--- config.mk ---
export PLATFORM = sky130hd
export DESIGN_NAME = dma_regs_top
export DESIGN_NICKNAME = d
export VERILOG_FILES = /design/src/design/dma_pkg.sv /design/src/design/dma_bus_port.sv /design/src/design/dma_stream_cfg.sv /design/src/design/dma_stream_ctrl.sv /design/src/design/dma_isr.sv /design/src/design/dma_regs_top.sv
export SDC_FILE = /design/constraint.sdc
export NUM_CORES = 1
export LEC_CHECK = 0
export BUFFER_PORTS_ARGS = -buffer_cell sky130_fd_sc_hd__buf_2
export CORE_MARGIN = 2
export CORE_UTILIZATION = 45
export DETAILED_ROUTE_END_ITERATION = 6
export HOLD_SLACK_MARGIN = 0.05
export PLACE_DENSITY = 0.67
export SYNTH_ARGS = -nofsm -noshare
export SYNTH_HDL_FRONTEND = slang
export SYNTH_SLANG_ARGS = --single-unit
--- constraint.sdc ---
create_clock -name i_clk -period 7.3 [get_ports i_clk]
set_input_delay 1.46 -clock i_clk [delete_from_list [all_inputs] [get_ports i_clk]]
set_output_delay 1.46 -clock i_clk [all_outputs]
set_load 0.01 [all_outputs]
--- src/design/dma_pkg.sv ---
package dma_pkg;

    localparam int NUM_STREAMS = 4;
    localparam int BUS_W = 32;
    localparam int BYTE_W = 8;
    localparam int STRB_W = BUS_W / BYTE_W;
    localparam int WADDR_W = 5;

    // word addresses
    localparam int LISR_ADDR = 0;
    localparam int LIFCR_ADDR = 1;
    localparam int STREAM_BASE = 2;
    localparam int STREAM_STRIDE = 5;   // words per stream block

    localparam int CR_OFS = 0;
    localparam int NDTR_OFS = 1;
    localparam int PAR_OFS = 2;
    localparam int M0AR_OFS = 3;
    localparam int FCR_OFS = 4;

    localparam int FIFO_BYTES = 16;

    // bits in a stream's status/clear byte
    localparam int FEIF_BIT = 0;
    localparam int TEIF_BIT = 3;
    localparam int HTIF_BIT = 4;
    localparam int TCIF_BIT = 5;

    // CR fields, lsb of multi-bit fields
    localparam int CR_EN = 0;
    localparam int CR_TEIE = 2;
    localparam int CR_HTIE = 3;
    localparam int CR_TCIE = 4;
    localparam int CR_DIR = 6;
    localparam int CR_CIRC = 8;
    localparam int CR_PINC = 9;
    localparam int CR_MINC = 10;
    localparam int CR_PSIZE = 11;
    localparam int CR_MSIZE = 13;
    localparam int CR_PL = 16;
    localparam int CR_PBURST = 21;
    localparam int CR_MBURST = 23;   // straddles bytes 2 and 3

    localparam int FCR_FTH = 0;
    localparam int FCR_FS = 3;

    typedef logic [BUS_W-1:0]   word_t;
    typedef logic [WADDR_W-1:0] waddr_t;
    typedef logic [STRB_W-1:0]  strb_t;
    typedef logic [15:0]        ndt_t;

    typedef enum logic [1:0] {dir_p2m, dir_m2p, dir_m2m} dir_e;
    typedef enum logic [1:0] {size_byte, size_half, size_word} size_e;
    typedef enum logic [1:0] {burst_single, burst_inc4, burst_inc8, burst_inc16} burst_e;
    typedef enum logic [1:0] {fth_quarter, fth_half, fth_3quarter, fth_full} fth_e;
    typedef enum logic [1:0] {st_idle, st_enabling, st_active, st_disabling} stream_state_e;

    typedef struct packed {
        waddr_t addr;
        logic   rd;
        logic   wr;
        strb_t  strb;
        word_t  wdata;
    } bus_req_t;

    typedef struct packed {
        logic [STREAM_STRIDE-1:0] sel;   // one-hot, indexed by *_OFS
        strb_t                    strb;
        word_t                    wdata;
    } reg_wr_t;

    typedef struct packed {
        logic       teie;
        logic       htie;
        logic       tcie;
        dir_e       dir;
        logic       circ;
        logic       pinc;
        logic       minc;
        size_e      psize;
        size_e      msize;
        logic [1:0] pl;
        burst_e     pburst;
        burst_e     mburst;
        word_t      par;
        word_t      m0ar;
        fth_e       fth;
    } stream_cfg_t;

    typedef struct packed {
        logic       decr;
        logic       idle;
        logic [1:0] fifo_lvl;
        logic       fifo_empty;
        logic       fifo_full;
        logic       te_set;
        logic       fe_set;
    } engine_stat_t;

    typedef struct packed {
        logic tc_set;
        logic ht_set;
        logic fth_err;
    } stream_flags_t;

    typedef struct packed {
        logic tc;
        logic ht;
        logic te;
        logic fe;
    } isr_flags_t;

    // replace the strobed byte lanes of old_w
    function automatic word_t merge_bytes(word_t old_w, word_t new_w, strb_t strb);
        word_t w;
        w = old_w;
        for (int b = 0; b < STRB_W; b++) begin
            if (strb[b]) begin
                w[b*BYTE_W +: BYTE_W] = new_w[b*BYTE_W +: BYTE_W];
            end
        end
        return w;
    endfunction

    function automatic word_t cr_image(stream_cfg_t cfg, logic en);
        word_t w;
        w = '0;
        w[CR_EN] = en;
        w[CR_TEIE] = cfg.teie;
        w[CR_HTIE] = cfg.htie;
        w[CR_TCIE] = cfg.tcie;
        w[CR_DIR +: 2] = cfg.dir;
        w[CR_CIRC] = cfg.circ;
        w[CR_PINC] = cfg.pinc;
        w[CR_MINC] = cfg.minc;
        w[CR_PSIZE +: 2] = cfg.psize;
        w[CR_MSIZE +: 2] = cfg.msize;
        w[CR_PL +: 2] = cfg.pl;
        w[CR_PBURST +: 2] = cfg.pburst;
        w[CR_MBURST +: 2] = cfg.mburst;
        return w;
    endfunction

endpackage

--- src/design/dma_bus_port.sv ---
`timescale 1ns/1ps

module dma_bus_port (
    input  dma_pkg::bus_req_t                i_bus,
    input  dma_pkg::stream_cfg_t             i_cfg   [dma_pkg::NUM_STREAMS],
    input  logic [dma_pkg::NUM_STREAMS-1:0]  i_en,
    input  dma_pkg::ndt_t                    i_ndtr  [dma_pkg::NUM_STREAMS],
    input  dma_pkg::engine_stat_t            i_eng   [dma_pkg::NUM_STREAMS],
    input  dma_pkg::isr_flags_t              i_flags [dma_pkg::NUM_STREAMS],
    output dma_pkg::reg_wr_t                 o_wr    [dma_pkg::NUM_STREAMS],
    output dma_pkg::word_t                   o_clr,
    output dma_pkg::word_t                   o_rdata
);

    import dma_pkg::*;

    logic [STREAM_STRIDE-1:0] hit [NUM_STREAMS];
    word_t                    fcr [NUM_STREAMS];
    word_t                    lisr;
    logic                     lisr_hit;
    logic                     lifcr_hit;

    assign lisr_hit = (i_bus.addr == waddr_t'(LISR_ADDR));
    assign lifcr_hit = (i_bus.addr == waddr_t'(LIFCR_ADDR));

    // stream register decode
    always_comb begin
        for (int s = 0; s < NUM_STREAMS; s++) begin
            for (int r = 0; r < STREAM_STRIDE; r++) begin
                hit[s][r] = (i_bus.addr == waddr_t'(STREAM_BASE + s*STREAM_STRIDE + r));
            end
        end
    end

    always_comb begin
        for (int s = 0; s < NUM_STREAMS; s++) begin
            o_wr[s].sel = i_bus.wr ? hit[s] : '0;
            o_wr[s].strb = i_bus.strb;
            o_wr[s].wdata = i_bus.wdata;
        end
    end

    // unstrobed lanes clear nothing
    assign o_clr = (i_bus.wr && lifcr_hit) ? merge_bytes('0, i_bus.wdata, i_bus.strb) : '0;

    always_comb begin
        for (int s = 0; s < NUM_STREAMS; s++) begin
            fcr[s] = '0;
            fcr[s][FCR_FTH +: 2] = i_cfg[s].fth;
            if (i_eng[s].fifo_empty) begin
                fcr[s][FCR_FS +: 3] = 3'd4;
            end else if (i_eng[s].fifo_full) begin
                fcr[s][FCR_FS +: 3] = 3'd5;
            end else begin
                fcr[s][FCR_FS +: 3] = {1'b0, i_eng[s].fifo_lvl};
            end
        end
    end

    always_comb begin
        lisr = '0;
        for (int s = 0; s < NUM_STREAMS; s++) begin
            lisr[s*BYTE_W + FEIF_BIT] = i_flags[s].fe;
            lisr[s*BYTE_W + TEIF_BIT] = i_flags[s].te;
            lisr[s*BYTE_W + HTIF_BIT] = i_flags[s].ht;
            lisr[s*BYTE_W + TCIF_BIT] = i_flags[s].tc;
        end
    end

    // LIFCR and unmapped words fall through as zero
    always_comb begin
        o_rdata = '0;
        if (i_bus.rd) begin
            if (lisr_hit) begin
                o_rdata = lisr;
            end
            for (int s = 0; s < NUM_STREAMS; s++) begin
                if (hit[s][CR_OFS]) o_rdata = cr_image(i_cfg[s], i_en[s]);
                if (hit[s][NDTR_OFS]) o_rdata = word_t'(i_ndtr[s]);   // zero-extended
                if (hit[s][PAR_OFS]) o_rdata = i_cfg[s].par;
                if (hit[s][M0AR_OFS]) o_rdata = i_cfg[s].m0ar;
                if (hit[s][FCR_OFS]) o_rdata = fcr[s];
            end
        end
    end

endmodule

--- src/design/dma_stream_cfg.sv ---
`timescale 1ns/1ps

module dma_stream_cfg (
    input  logic                 i_clk,
    input  logic                 i_nreset,
    input  dma_pkg::reg_wr_t     i_wr,
    input  logic                 i_en,
    output dma_pkg::stream_cfg_t o_cfg
);

    import dma_pkg::*;

    stream_cfg_t cfg_q;
    word_t       cr_new;
    logic        cr_wr;
    logic        wr_open;   // stream stopped, everything writable

    assign cr_wr = i_wr.sel[CR_OFS];
    assign wr_open = ~i_en;

    // strobed bytes merged over the current CR contents
    assign cr_new = merge_bytes(cr_image(cfg_q, 1'b0), i_wr.wdata, i_wr.strb);

    always_ff @(posedge i_clk or negedge i_nreset) begin
        if (!i_nreset) begin
            cfg_q <= '0;
        end else begin
            // interrupt enables stay writable while running
            if (cr_wr) begin
                cfg_q.teie <= cr_new[CR_TEIE];
                cfg_q.htie <= cr_new[CR_HTIE];
                cfg_q.tcie <= cr_new[CR_TCIE];
            end
            if (cr_wr && wr_open) begin
                cfg_q.dir <= dir_e'(cr_new[CR_DIR +: 2]);
                cfg_q.circ <= cr_new[CR_CIRC];
                cfg_q.pinc <= cr_new[CR_PINC];
                cfg_q.minc <= cr_new[CR_MINC];
                cfg_q.psize <= size_e'(cr_new[CR_PSIZE +: 2]);
                cfg_q.msize <= size_e'(cr_new[CR_MSIZE +: 2]);
                cfg_q.pl <= cr_new[CR_PL +: 2];
                cfg_q.pburst <= burst_e'(cr_new[CR_PBURST +: 2]);
                cfg_q.mburst <= burst_e'(cr_new[CR_MBURST +: 2]);
            end
            if (i_wr.sel[PAR_OFS] && wr_open) begin
                cfg_q.par <= merge_bytes(cfg_q.par, i_wr.wdata, i_wr.strb);
            end
            if (i_wr.sel[M0AR_OFS] && wr_open) begin
                cfg_q.m0ar <= merge_bytes(cfg_q.m0ar, i_wr.wdata, i_wr.strb);
            end
            if (i_wr.sel[FCR_OFS] && i_wr.strb[0] && wr_open) begin
                cfg_q.fth <= fth_e'(i_wr.wdata[FCR_FTH +: 2]);   // FS is read-only
            end
        end
    end

    assign o_cfg = cfg_q;

endmodule

--- src/design/dma_stream_ctrl.sv ---
`timescale 1ns/1ps

module dma_stream_ctrl (
    input  logic                   i_clk,
    input  logic                   i_nreset,
    input  dma_pkg::reg_wr_t       i_wr,
    input  dma_pkg::stream_cfg_t   i_cfg,
    input  dma_pkg::engine_stat_t  i_eng,
    output logic                   o_en,
    output dma_pkg::ndt_t          o_ndtr,
    output logic                   o_dis_stream,
    output dma_pkg::stream_flags_t o_flags
);

    import dma_pkg::*;

    stream_state_e state_q;
    ndt_t          ndtr_q;
    ndt_t          shadow_q;
    ndt_t          ndtr_dec;
    logic          en_wr;
    logic          dis_wr;
    logic          count;
    logic          tc_hit;
    logic          ht_hit;
    logic          fth_ok;
    logic [6:0]    thr_bytes;
    logic [6:0]    mem_bytes;
    logic [6:0]    per_bytes;

    // bytes moved by one burst on one side
    function automatic logic [6:0] burst_bytes(size_e size, burst_e burst);
        logic [2:0] sh;
        case (size)
            size_byte: sh = 3'd0;
            size_half: sh = 3'd1;
            default:   sh = 3'd2;
        endcase
        case (burst)
            burst_inc4:  sh = sh + 3'd2;
            burst_inc8:  sh = sh + 3'd3;
            burst_inc16: sh = sh + 3'd4;
            default:     sh = sh;
        endcase
        return 7'd1 << sh;
    endfunction

    assign thr_bytes = 7'(FIFO_BYTES / 4) * (7'(i_cfg.fth) + 7'd1);
    assign mem_bytes = burst_bytes(i_cfg.msize, i_cfg.mburst);
    assign per_bytes = burst_bytes(i_cfg.psize, i_cfg.pburst);
    assign fth_ok = (thr_bytes >= mem_bytes) && (thr_bytes >= per_bytes);

    // EN lives in byte 0
    assign en_wr = i_wr.sel[CR_OFS] & i_wr.strb[0] & i_wr.wdata[CR_EN];
    assign dis_wr = i_wr.sel[CR_OFS] & i_wr.strb[0] & ~i_wr.wdata[CR_EN];

    assign count = (state_q == st_active) & i_eng.decr & (ndtr_q != '0);
    assign ndtr_dec = ndtr_q - 16'd1;
    assign tc_hit = count & (ndtr_dec == '0);
    assign ht_hit = count & (ndtr_dec == (shadow_q >> 1));

    always_ff @(posedge i_clk or negedge i_nreset) begin
        if (!i_nreset) begin
            state_q <= st_idle;
            ndtr_q <= '0;
            shadow_q <= '0;
        end else begin
            case (state_q)
                st_idle: begin
                    if (en_wr) begin
                        state_q <= st_enabling;
                        ndtr_q <= shadow_q;
                    end else if (i_wr.sel[NDTR_OFS]) begin
                        ndtr_q <= ndt_t'(merge_bytes(word_t'(ndtr_q), i_wr.wdata, i_wr.strb));
                        shadow_q <= ndt_t'(merge_bytes(word_t'(shadow_q), i_wr.wdata, i_wr.strb));
                    end
                end
                st_enabling: begin
                    state_q <= fth_ok ? st_active : st_idle;
                end
                st_active: begin
                    if (tc_hit && i_cfg.circ) begin
                        ndtr_q <= shadow_q;   // circular reload
                    end else if (count) begin
                        ndtr_q <= ndtr_dec;
                    end
                    if (tc_hit && !i_cfg.circ) begin
                        state_q <= st_idle;
                    end else if (dis_wr) begin
                        state_q <= st_disabling;
                    end
                end
                st_disabling: begin
                    if (i_eng.idle) begin
                        state_q <= st_idle;   // engine drained
                    end
                end
                default: begin
                    state_q <= st_idle;
                end
            endcase
        end
    end

    assign o_en = (state_q == st_active) || (state_q == st_disabling);
    assign o_dis_stream = (state_q == st_disabling);
    assign o_ndtr = ndtr_q;

    assign o_flags.tc_set = tc_hit;
    assign o_flags.ht_set = ht_hit;
    assign o_flags.fth_err = (state_q == st_enabling) & ~fth_ok;

endmodule

--- src/design/dma_isr.sv ---
`timescale 1ns/1ps

module dma_isr (
    input  logic                   i_clk,
    input  logic                   i_nreset,
    input  dma_pkg::stream_flags_t i_flags [dma_pkg::NUM_STREAMS],
    input  dma_pkg::engine_stat_t  i_eng   [dma_pkg::NUM_STREAMS],
    input  dma_pkg::word_t         i_clr,
    output dma_pkg::isr_flags_t    o_flags [dma_pkg::NUM_STREAMS]
);

    import dma_pkg::*;

    for (genvar s = 0; s < NUM_STREAMS; s++) begin : g_stream
        logic [BYTE_W-1:0] clr;
        logic              fe_set;

        assign clr = i_clr[s*BYTE_W +: BYTE_W];   // this stream's LIFCR byte
        assign fe_set = i_eng[s].fe_set | i_flags[s].fth_err;

        // set beats a clear in the same cycle
        always_ff @(posedge i_clk or negedge i_nreset) begin
            if (!i_nreset) begin
                o_flags[s] <= '0;
            end else begin
                o_flags[s].tc <= i_flags[s].tc_set | (o_flags[s].tc & ~clr[TCIF_BIT]);
                o_flags[s].ht <= i_flags[s].ht_set | (o_flags[s].ht & ~clr[HTIF_BIT]);
                o_flags[s].te <= i_eng[s].te_set | (o_flags[s].te & ~clr[TEIF_BIT]);
                o_flags[s].fe <= fe_set | (o_flags[s].fe & ~clr[FEIF_BIT]);
            end
        end
    end

endmodule

--- src/design/dma_regs_top.sv ---
`timescale 1ns/1ps

module dma_regs_top (
    input  logic                            i_clk,
    input  logic                            i_nreset,
    input  dma_pkg::bus_req_t               i_bus,
    input  dma_pkg::engine_stat_t           i_eng        [dma_pkg::NUM_STREAMS],
    output dma_pkg::word_t                  o_rdata,
    output dma_pkg::stream_cfg_t            o_cfg        [dma_pkg::NUM_STREAMS],
    output logic [dma_pkg::NUM_STREAMS-1:0] o_en,
    output dma_pkg::ndt_t                   o_ndtr       [dma_pkg::NUM_STREAMS],
    output logic [dma_pkg::NUM_STREAMS-1:0] o_dis_stream,
    output dma_pkg::isr_flags_t             o_flags      [dma_pkg::NUM_STREAMS]
);

    import dma_pkg::*;

    reg_wr_t       wr [NUM_STREAMS];
    stream_flags_t ev [NUM_STREAMS];   // per-stream flag events
    word_t         clr;

    dma_bus_port u_bus_port (
        .i_bus   (i_bus),
        .i_cfg   (o_cfg),
        .i_en    (o_en),
        .i_ndtr  (o_ndtr),
        .i_eng   (i_eng),
        .i_flags (o_flags),
        .o_wr    (wr),
        .o_clr   (clr),
        .o_rdata (o_rdata)
    );

    for (genvar s = 0; s < NUM_STREAMS; s++) begin : g_stream
        dma_stream_cfg u_cfg (
            .i_clk    (i_clk),
            .i_nreset (i_nreset),
            .i_wr     (wr[s]),
            .i_en     (o_en[s]),
            .o_cfg    (o_cfg[s])
        );

        dma_stream_ctrl u_ctrl (
            .i_clk        (i_clk),
            .i_nreset     (i_nreset),
            .i_wr         (wr[s]),
            .i_cfg        (o_cfg[s]),
            .i_eng        (i_eng[s]),
            .o_en         (o_en[s]),
            .o_ndtr       (o_ndtr[s]),
            .o_dis_stream (o_dis_stream[s]),
            .o_flags      (ev[s])
        );
    end

    dma_isr u_isr (
        .i_clk    (i_clk),
        .i_nreset (i_nreset),
        .i_flags  (ev),
        .i_eng    (i_eng),
        .i_clr    (clr),
        .o_flags  (o_flags)
    );

endmodule

**Word level (Yosys, flattened, before mapping)**

Index checks and enable logic that the tools add are counted.

- Output and inout bits: 456
- Register bits: 488
- Input port bits: 77

- Bitwise operators: 97
- Mux-type cells: 101
- Magnitude comparators: 8
- Reduce and logical (&&, ||, !) cells: 138
- Equal/unequal tests: 97
- Shifts and indexed selects: 8
- $add $sub $neg: 32

Operator list:

| cell | number |
|---|---|
| $mux 32 | 19 |
| $mux 16 | 16 |
| $pmux 16 s2 | 4 |
| $mux 30 | 4 |
| $reduce_and 2->1 | 52 |
| $pmux 3 s3 | 8 |
| $eq 16x15->1 | 4 |
| $logic_not 16->1 | 4 |
| $reduce_and 4->1 | 16 |
| $reduce_bool 16->1 | 4 |
| $sub 16x1->16 const B | 4 |
| $ne 3x2->1 const B | 20 |
| $ge 7x7->1 | 8 |
| $shl 1x3->7 const A | 8 |
| $add 2x2->3 const B | 16 |
| $and 1x1->1 | 48 |
| $eq 2x2->1 const B | 24 |
| $eq 2x1->1 const B | 20 |
| $eq 5x4->1 const B | 8 |
| $mux 2 | 20 |
| $mux 8 | 5 |
| $logic_and 1x1->1 | 33 |
| $pmux 2 s2 | 8 |
| $pmux 2 s4 | 4 |
| other kinds (19) | 124 |

**Depth between registers and ports, before layout**

- Depth after elaboration: 23
- Mapped depth: 13
- Gate-level depth less buffers: 11

**Modules after synthesis**

From an unflattened synthesis, not the netlist that was laid out.

- Cell total of the unflattened synthesis: 3,105
- Area total of the unflattened synthesis: 31,242.5 µm²

By module, submodules not included:

| module | cells each | times used | area each (µm²) |
|---|---|---|---|
| dma_stream_cfg | 183 | 4 | 3,260.6 |
| dma_stream_ctrl (g_stream[0].u_ctrl ...) | 343 | 3 | 2,901.5 |
| dma_bus_port | 929 | 1 | 5,845.6 |
| dma_stream_ctrl (g_stream[3].u_ctrl) | 363 | 1 | 3,064.2 |
| dma_isr | 52 | 1 | 585.6 |

**Least setup slack after synthesis**

No wires, ideal clock.

- Path kind: input port to output port
- Start point: input port i_bus[40] (netlist name)
- End point: output port o_rdata[17]
- Stages: 11
- Arrival: 3,676 ps
- Path buffers: 5
- Slack: 2,164 ps
- Path through: buf_2 > buf_2 > or3b_2 > clkbuf_1 > nor2_1 > clkbuf_1 > buf_1 > a22oi_1 > nand4_1 > o211ai_1 > a21oi_1

- Cells in the longest elaborated chain, start to end: 22
- Elaborated cells on any way between the ends: 41

RTL lines:

| what | RTL line | source |
|---|---|---|
| start: declaration | dma_regs_top.sv:6 | `input dma_pkg::bus_req_t i_bus,` |
| $eq 5x2->1 | dma_bus_port.sv:30 | `hit[s][r] = (i_bus.addr == waddr_t'(STREAM_BASE + s*STREAM_STRIDE + r));` |
| $mux 30 | dma_bus_port.sv:78 | `if (hit[s][CR_OFS]) o_rdata = cr_image(i_cfg[s], i_en[s]);` |
| $mux 30 | dma_bus_port.sv:79 | `if (hit[s][NDTR_OFS]) o_rdata = word_t'(i_ndtr[s]);` |
| $mux 32 | dma_bus_port.sv:80 | `if (hit[s][PAR_OFS]) o_rdata = i_cfg[s].par;` |
| $mux 32 | dma_bus_port.sv:81 | `if (hit[s][M0AR_OFS]) o_rdata = i_cfg[s].m0ar;` |
| $mux 32 | dma_bus_port.sv:82 | `if (hit[s][FCR_OFS]) o_rdata = fcr[s];` |
| $mux 32 | dma_bus_port.sv:78 |  |
| $mux 32 | dma_bus_port.sv:79 |  |
| [6 not listed] | n/a |  |
| $mux 32 | dma_bus_port.sv:81 |  |
| $mux 32 | dma_bus_port.sv:82 |  |
| $mux 32 | dma_bus_port.sv:78 |  |
| $mux 32 | dma_bus_port.sv:79 |  |
| $mux 32 | dma_bus_port.sv:80 |  |
| $mux 32 | dma_bus_port.sv:81 |  |
| $mux 32 * | dma_bus_port.sv:82 |  |
| $mux 32 * | dma_bus_port.sv:73 | `if (i_bus.rd) begin` |
| end: declaration | dma_regs_top.sv:8 | `output dma_pkg::word_t o_rdata,` |

Every way passes the cells marked *; elsewhere a longest branch is shown, timed or not.

**Final worst setup path**

- Start point: input port i_bus[39] (netlist name)
- End point: output port o_rdata[6]

Same word-level chain as after synthesis.

==> summary.txt <==
status: finished, final reports clean
synth unique cells: 83
vias in the first global route: 26,400
reg2reg start: g_stream[3].u_ctrl.o_ndtr[0]$_DFFE_PN0P_
power per cell area: 287 nW/µm²
Reg2Reg Capture Point: g_stream[3].u_ctrl.o_ndtr[1]$_DFFE_PN0P_
Die Wd: 254 µm
combinational group share of total power: 0.277
dpl hpwl: 99,000 µm
Via Count: 27,300
Critical Path End: o_rdata[6]
EDFF count, synth: 0
fin crit share: 0.890
I/O Pins: 533
post-cts hold buffer count: 0
initial core utilization: 0.455
Post-Syn Area per Cell: 10.0 µm²
maximum VDD drop: 0.202 mV
Reg power frac: 0.406
Layout Area Growth over Synthesis: 18.9%
Worst Hold Class: reg -> reg
gr ovfl total: 0
Slew Limit Fails: 0
final hold vios: 0
layout cell share with drive strength beyond 1: 0.347
Synth warnings: 0
vias per cell: 6.65
synthesized area: 28,000 µm²
cell taking the most area after synthesis: dfrtp_1
Routed Antenna Nets: 0
drt first pass iters: 7
CP bufs+invs: 3
Sinks on Clock Net: 488
site row count: 91
insertion delay to the later sink of the worst-skew pair: 0.63 ns
Yosys top cell area share: 0.436
clock network power share: 0.318
kind of start point of the critical path: input pin
worst-path cell chain: buf_2 -> inv_1 -> and2_1 -> a21oi_1 -> o22ai_1 -> o221ai_1 -> a221oi_1 -> a2111oi_0 -> o21ai_0 -> buf_2
crit-path max cell delay: 1.01 ns
#FFs+latches synth: 488
CTS tree: done
Design Power: 0.00956 W
crit path time final: 6.49 ns
Primary FF master, synth: dfrtp_1
slowest stage cell, crit path: a2111oi_0
Setup violations, final: 0
first-pass GRT wire length: 190,000 µm
DRC errors left: 0
Max Fclk: 154 MHz
largest net degree at the start of global routing: 165
number of antenna violations at the first check in global routing: 14
die height: 254 µm
Post-Syn Instances: 2,798
Setup CP Type: in -> out
Max Buffers Root-to-Sink: 3
Int Pwr: 0.00588 W
die area: 64,300 µm²
DR iter-0 viols: 3,532
syn_nets: 2,911
Worst-Margin Slew: 1.36 ns
drt total wl: 134,000 µm
post-CTS setup buffers: 0
r2r worst-path depth: 10
gate family responsible for the most delay along the worst path: compound AO/OA/AOI/OAI gates
crit-path max FO: 38
Slew HR: 0.0782
post-synthesis sequential area ratio: 0.436
CTS buffer count: 55
Crit path depth: 10
crit path from: i_bus[39]
largest cells by area after synthesis: dfrtp_1 (44%), mux2_2 (16%), nand2_1 (3.3%)
Worst path most repeated cell: buf_2
Final nets: 3,338
FFs w/ async S/R, synth: 1.00
RSZ-0062 raised after global routing: no
Root Driver: clkbuf_16
drt wl/cell: 32.5 µm
WP data required: 5.84 ns
final setup TNS: 0 ns
Post-CTS Resized: 0
Switch Pwr: 0.00369 W
Sw Ratio: 0.385
Reg clk slew, reported paths: 0.06 ns
Port Buffer Count: 532
Setup crit end kind: output pin
Leak: 15.9 nW
H-tree Lvls: 2
skew final: 0.0223 ns
max cap viols: 0
Final Wtd Congestion: 1.05
Reg2Reg Setup Slack: 3.14 ns
Arrival @ worst endpoint: 5.03 ns
GRT Total Usage: 0.407
CORE AREA: 61,600 µm²
==> power groups by stage <==
stage / clock network (W) / logic [W] / registers [W]
after floorplan: 0 / 0.00163 / 0.00354
after global placement: 0 / 0.00254 / 0.00387
after detailed placement: 0 / 0.00258 / 0.00388
after CTS: 0.00305 / 0.00260 / 0.00383
after global routing: 0.00316 / 0.00284 / 0.00389
final: 0.00304 / 0.00265 / 0.00388
==> cells in the mapped netlist (27+ instances only) <==
cell type,n
dfrtp_1,488
mux2_2,408
nand2_1,247
nor2_1,210
clkbuf_1,179
a21oi_1,140
o21ai_0,126
a22oi_1,63
nor3_1,63
xnor2_1,57
a31oi_1,55
inv_1,46
mux2i_1,45
nand3_1,45
xor2_1,40
o22ai_1,37
ha_1,36
a21o_1,29
nand4_1,29
o221ai_1,27
==> worst min path at each step <==
stage	from	endpoint	slack, ns	depth (start not counted)
6_report	g_stream[0].u_ctrl.shadow_q[11]$_DFFE_PN0P_	g_stream[0].u_ctrl.shadow_q[11]$_DFFE_PN0P_	0.52	1
5_1_grt	g_stream[0].u_ctrl.shadow_q[11]$_DFFE_PN0P_	g_stream[0].u_ctrl.shadow_q[11]$_DFFE_PN0P_	0.53	1
4_1_cts	g_stream[0].u_ctrl.shadow_q[11]$_DFFE_PN0P_	g_stream[0].u_ctrl.shadow_q[11]$_DFFE_PN0P_	0.51	1
3_5_place_dp	g_stream[0].u_ctrl.shadow_q[11]$_DFFE_PN0P_	g_stream[0].u_ctrl.shadow_q[11]$_DFFE_PN0P_	0.50	1
3_3_place_gp	g_stream[0].u_ctrl.shadow_q[11]$_DFFE_PN0P_	g_stream[0].u_ctrl.shadow_q[11]$_DFFE_PN0P_	0.49	1
2_1_floorplan	g_stream[0].u_ctrl.shadow_q[11]$_DFFE_PN0P_	g_stream[0].u_ctrl.shadow_q[11]$_DFFE_PN0P_	0.48	1
==> metrics by stage <==
step | setup slack [ns] | cells | cell area [µm²] | hold slack [ns] | utilization
global route | 0.757 | 4107 | 33300 | 0.528 | 0.541
finish | 0.805 | 4113 | 33300 | 0.517 | 0.541
global placement | 1.02 | 4005 | 31400 | 0.492 | 0.509
CTS | 0.976 | 4103 | 33300 | 0.514 | 0.541
detailed placement | 0.974 | 4005 | 31400 | 0.502 | 0.509
floorplan | 2.16 | 2798 | 28000 | 0.479 | -
==> layout by cell type, fill, tap and decap left out, types with 10 or more instances in the layout <==
cell / Yosys / layout
o221ai_1: 27 / 27
xor2_1: 40 / 40
a221oi_1: 26 / 26
nor4_1: 20 / 20
nand3_1: 45 / 45
o22ai_1: 37 / 37
nand4_1: 29 / 29
a211oi_1: 13 / 13
o21a_1: 13 / 13
o31ai_1: 18 / 17
inv_1: 46 / 46
a31oi_1: 55 / 55
nand2b_1: 22 / 22
nor2_1: 210 / 204
mux2i_1: 45 / 45
o21ai_0: 126 / 126
a22oi_1: 63 / 63
nand3b_1: 11 / 11
dfrtp_1: 488 / 488
ha_1: 36 / 36
xnor2_1: 57 / 57
o211ai_1: 18 / 18
or3_1: 20 / 20
nand2_1: 247 / 247
clkbuf_16: 0 / 55
mux2_2: 408 / 408
buf_2: 14 / 530
nor2b_1: 16 / 16
bufinv_16: 0 / 10
buf_4: 11 / 51
or4_1: 11 / 11
or2_2: 11 / 11
and3_1: 19 / 19
diode_2: 0 / 10
a21boi_0: 11 / 11
a21oi_1: 140 / 140
a21o_1: 29 / 29
and2_1: 14 / 14
nor3_1: 63 / 63
==> logic make-up (layout without fill, tap and decap cells) <==
logic type | count (synthesis) | count (layout) | synth area share
and+or+nand+nor | 780 | 780 | 0.136
AOI/OAI and AO/OA | 683 | 683 | 0.164
DFF | 488 | 488 | 0.436
muxes | 454 | 454 | 0.180
buffers and inverters | 260 | 728 | 0.0374
xor gates and xnor gates | 97 | 97 | 0.0303
adders and majority gates | 36 | 36 | 0.0161
other | 0 | 10 | 0
==> area by class of cell <==
type	count	area, µm²
Fill cell	5623	28300
Tap cell	837	1050
Antenna cell	10	25.0
Multi-Input combinational cell	2050	14800
Sequential cell	488	12200
Timing Repair Buffer	584	3090
Clock buffer	71	1520
Clock inverter	27	429
Inverter	46	173
==> registers in the layout (all words and copies together), names as in the netlist <==
| name | flops |
|---|---|
| g_stream.u_cfg.o_cfg | 336 |
| g_stream.u_ctrl.o_ndtr | 64 |
| g_stream.u_ctrl.shadow_q | 64 |
| u_isr.o_flags | 16 |
| g_stream.u_ctrl.state_q | 8 |
==> metal layers <==
layer,wire length (µm),part of all wire,up-vias,track usage
li1,-,-,11200,-
met1,50800,0.38,13800,0.524
met2,59200,0.44,1953,0.624
met3,16300,0.12,412,0.123
met4,7580,0.057,6,0.203
met5,40,0.00030,-,0
No activity file was read; power rests on OpenSTA's default activity.
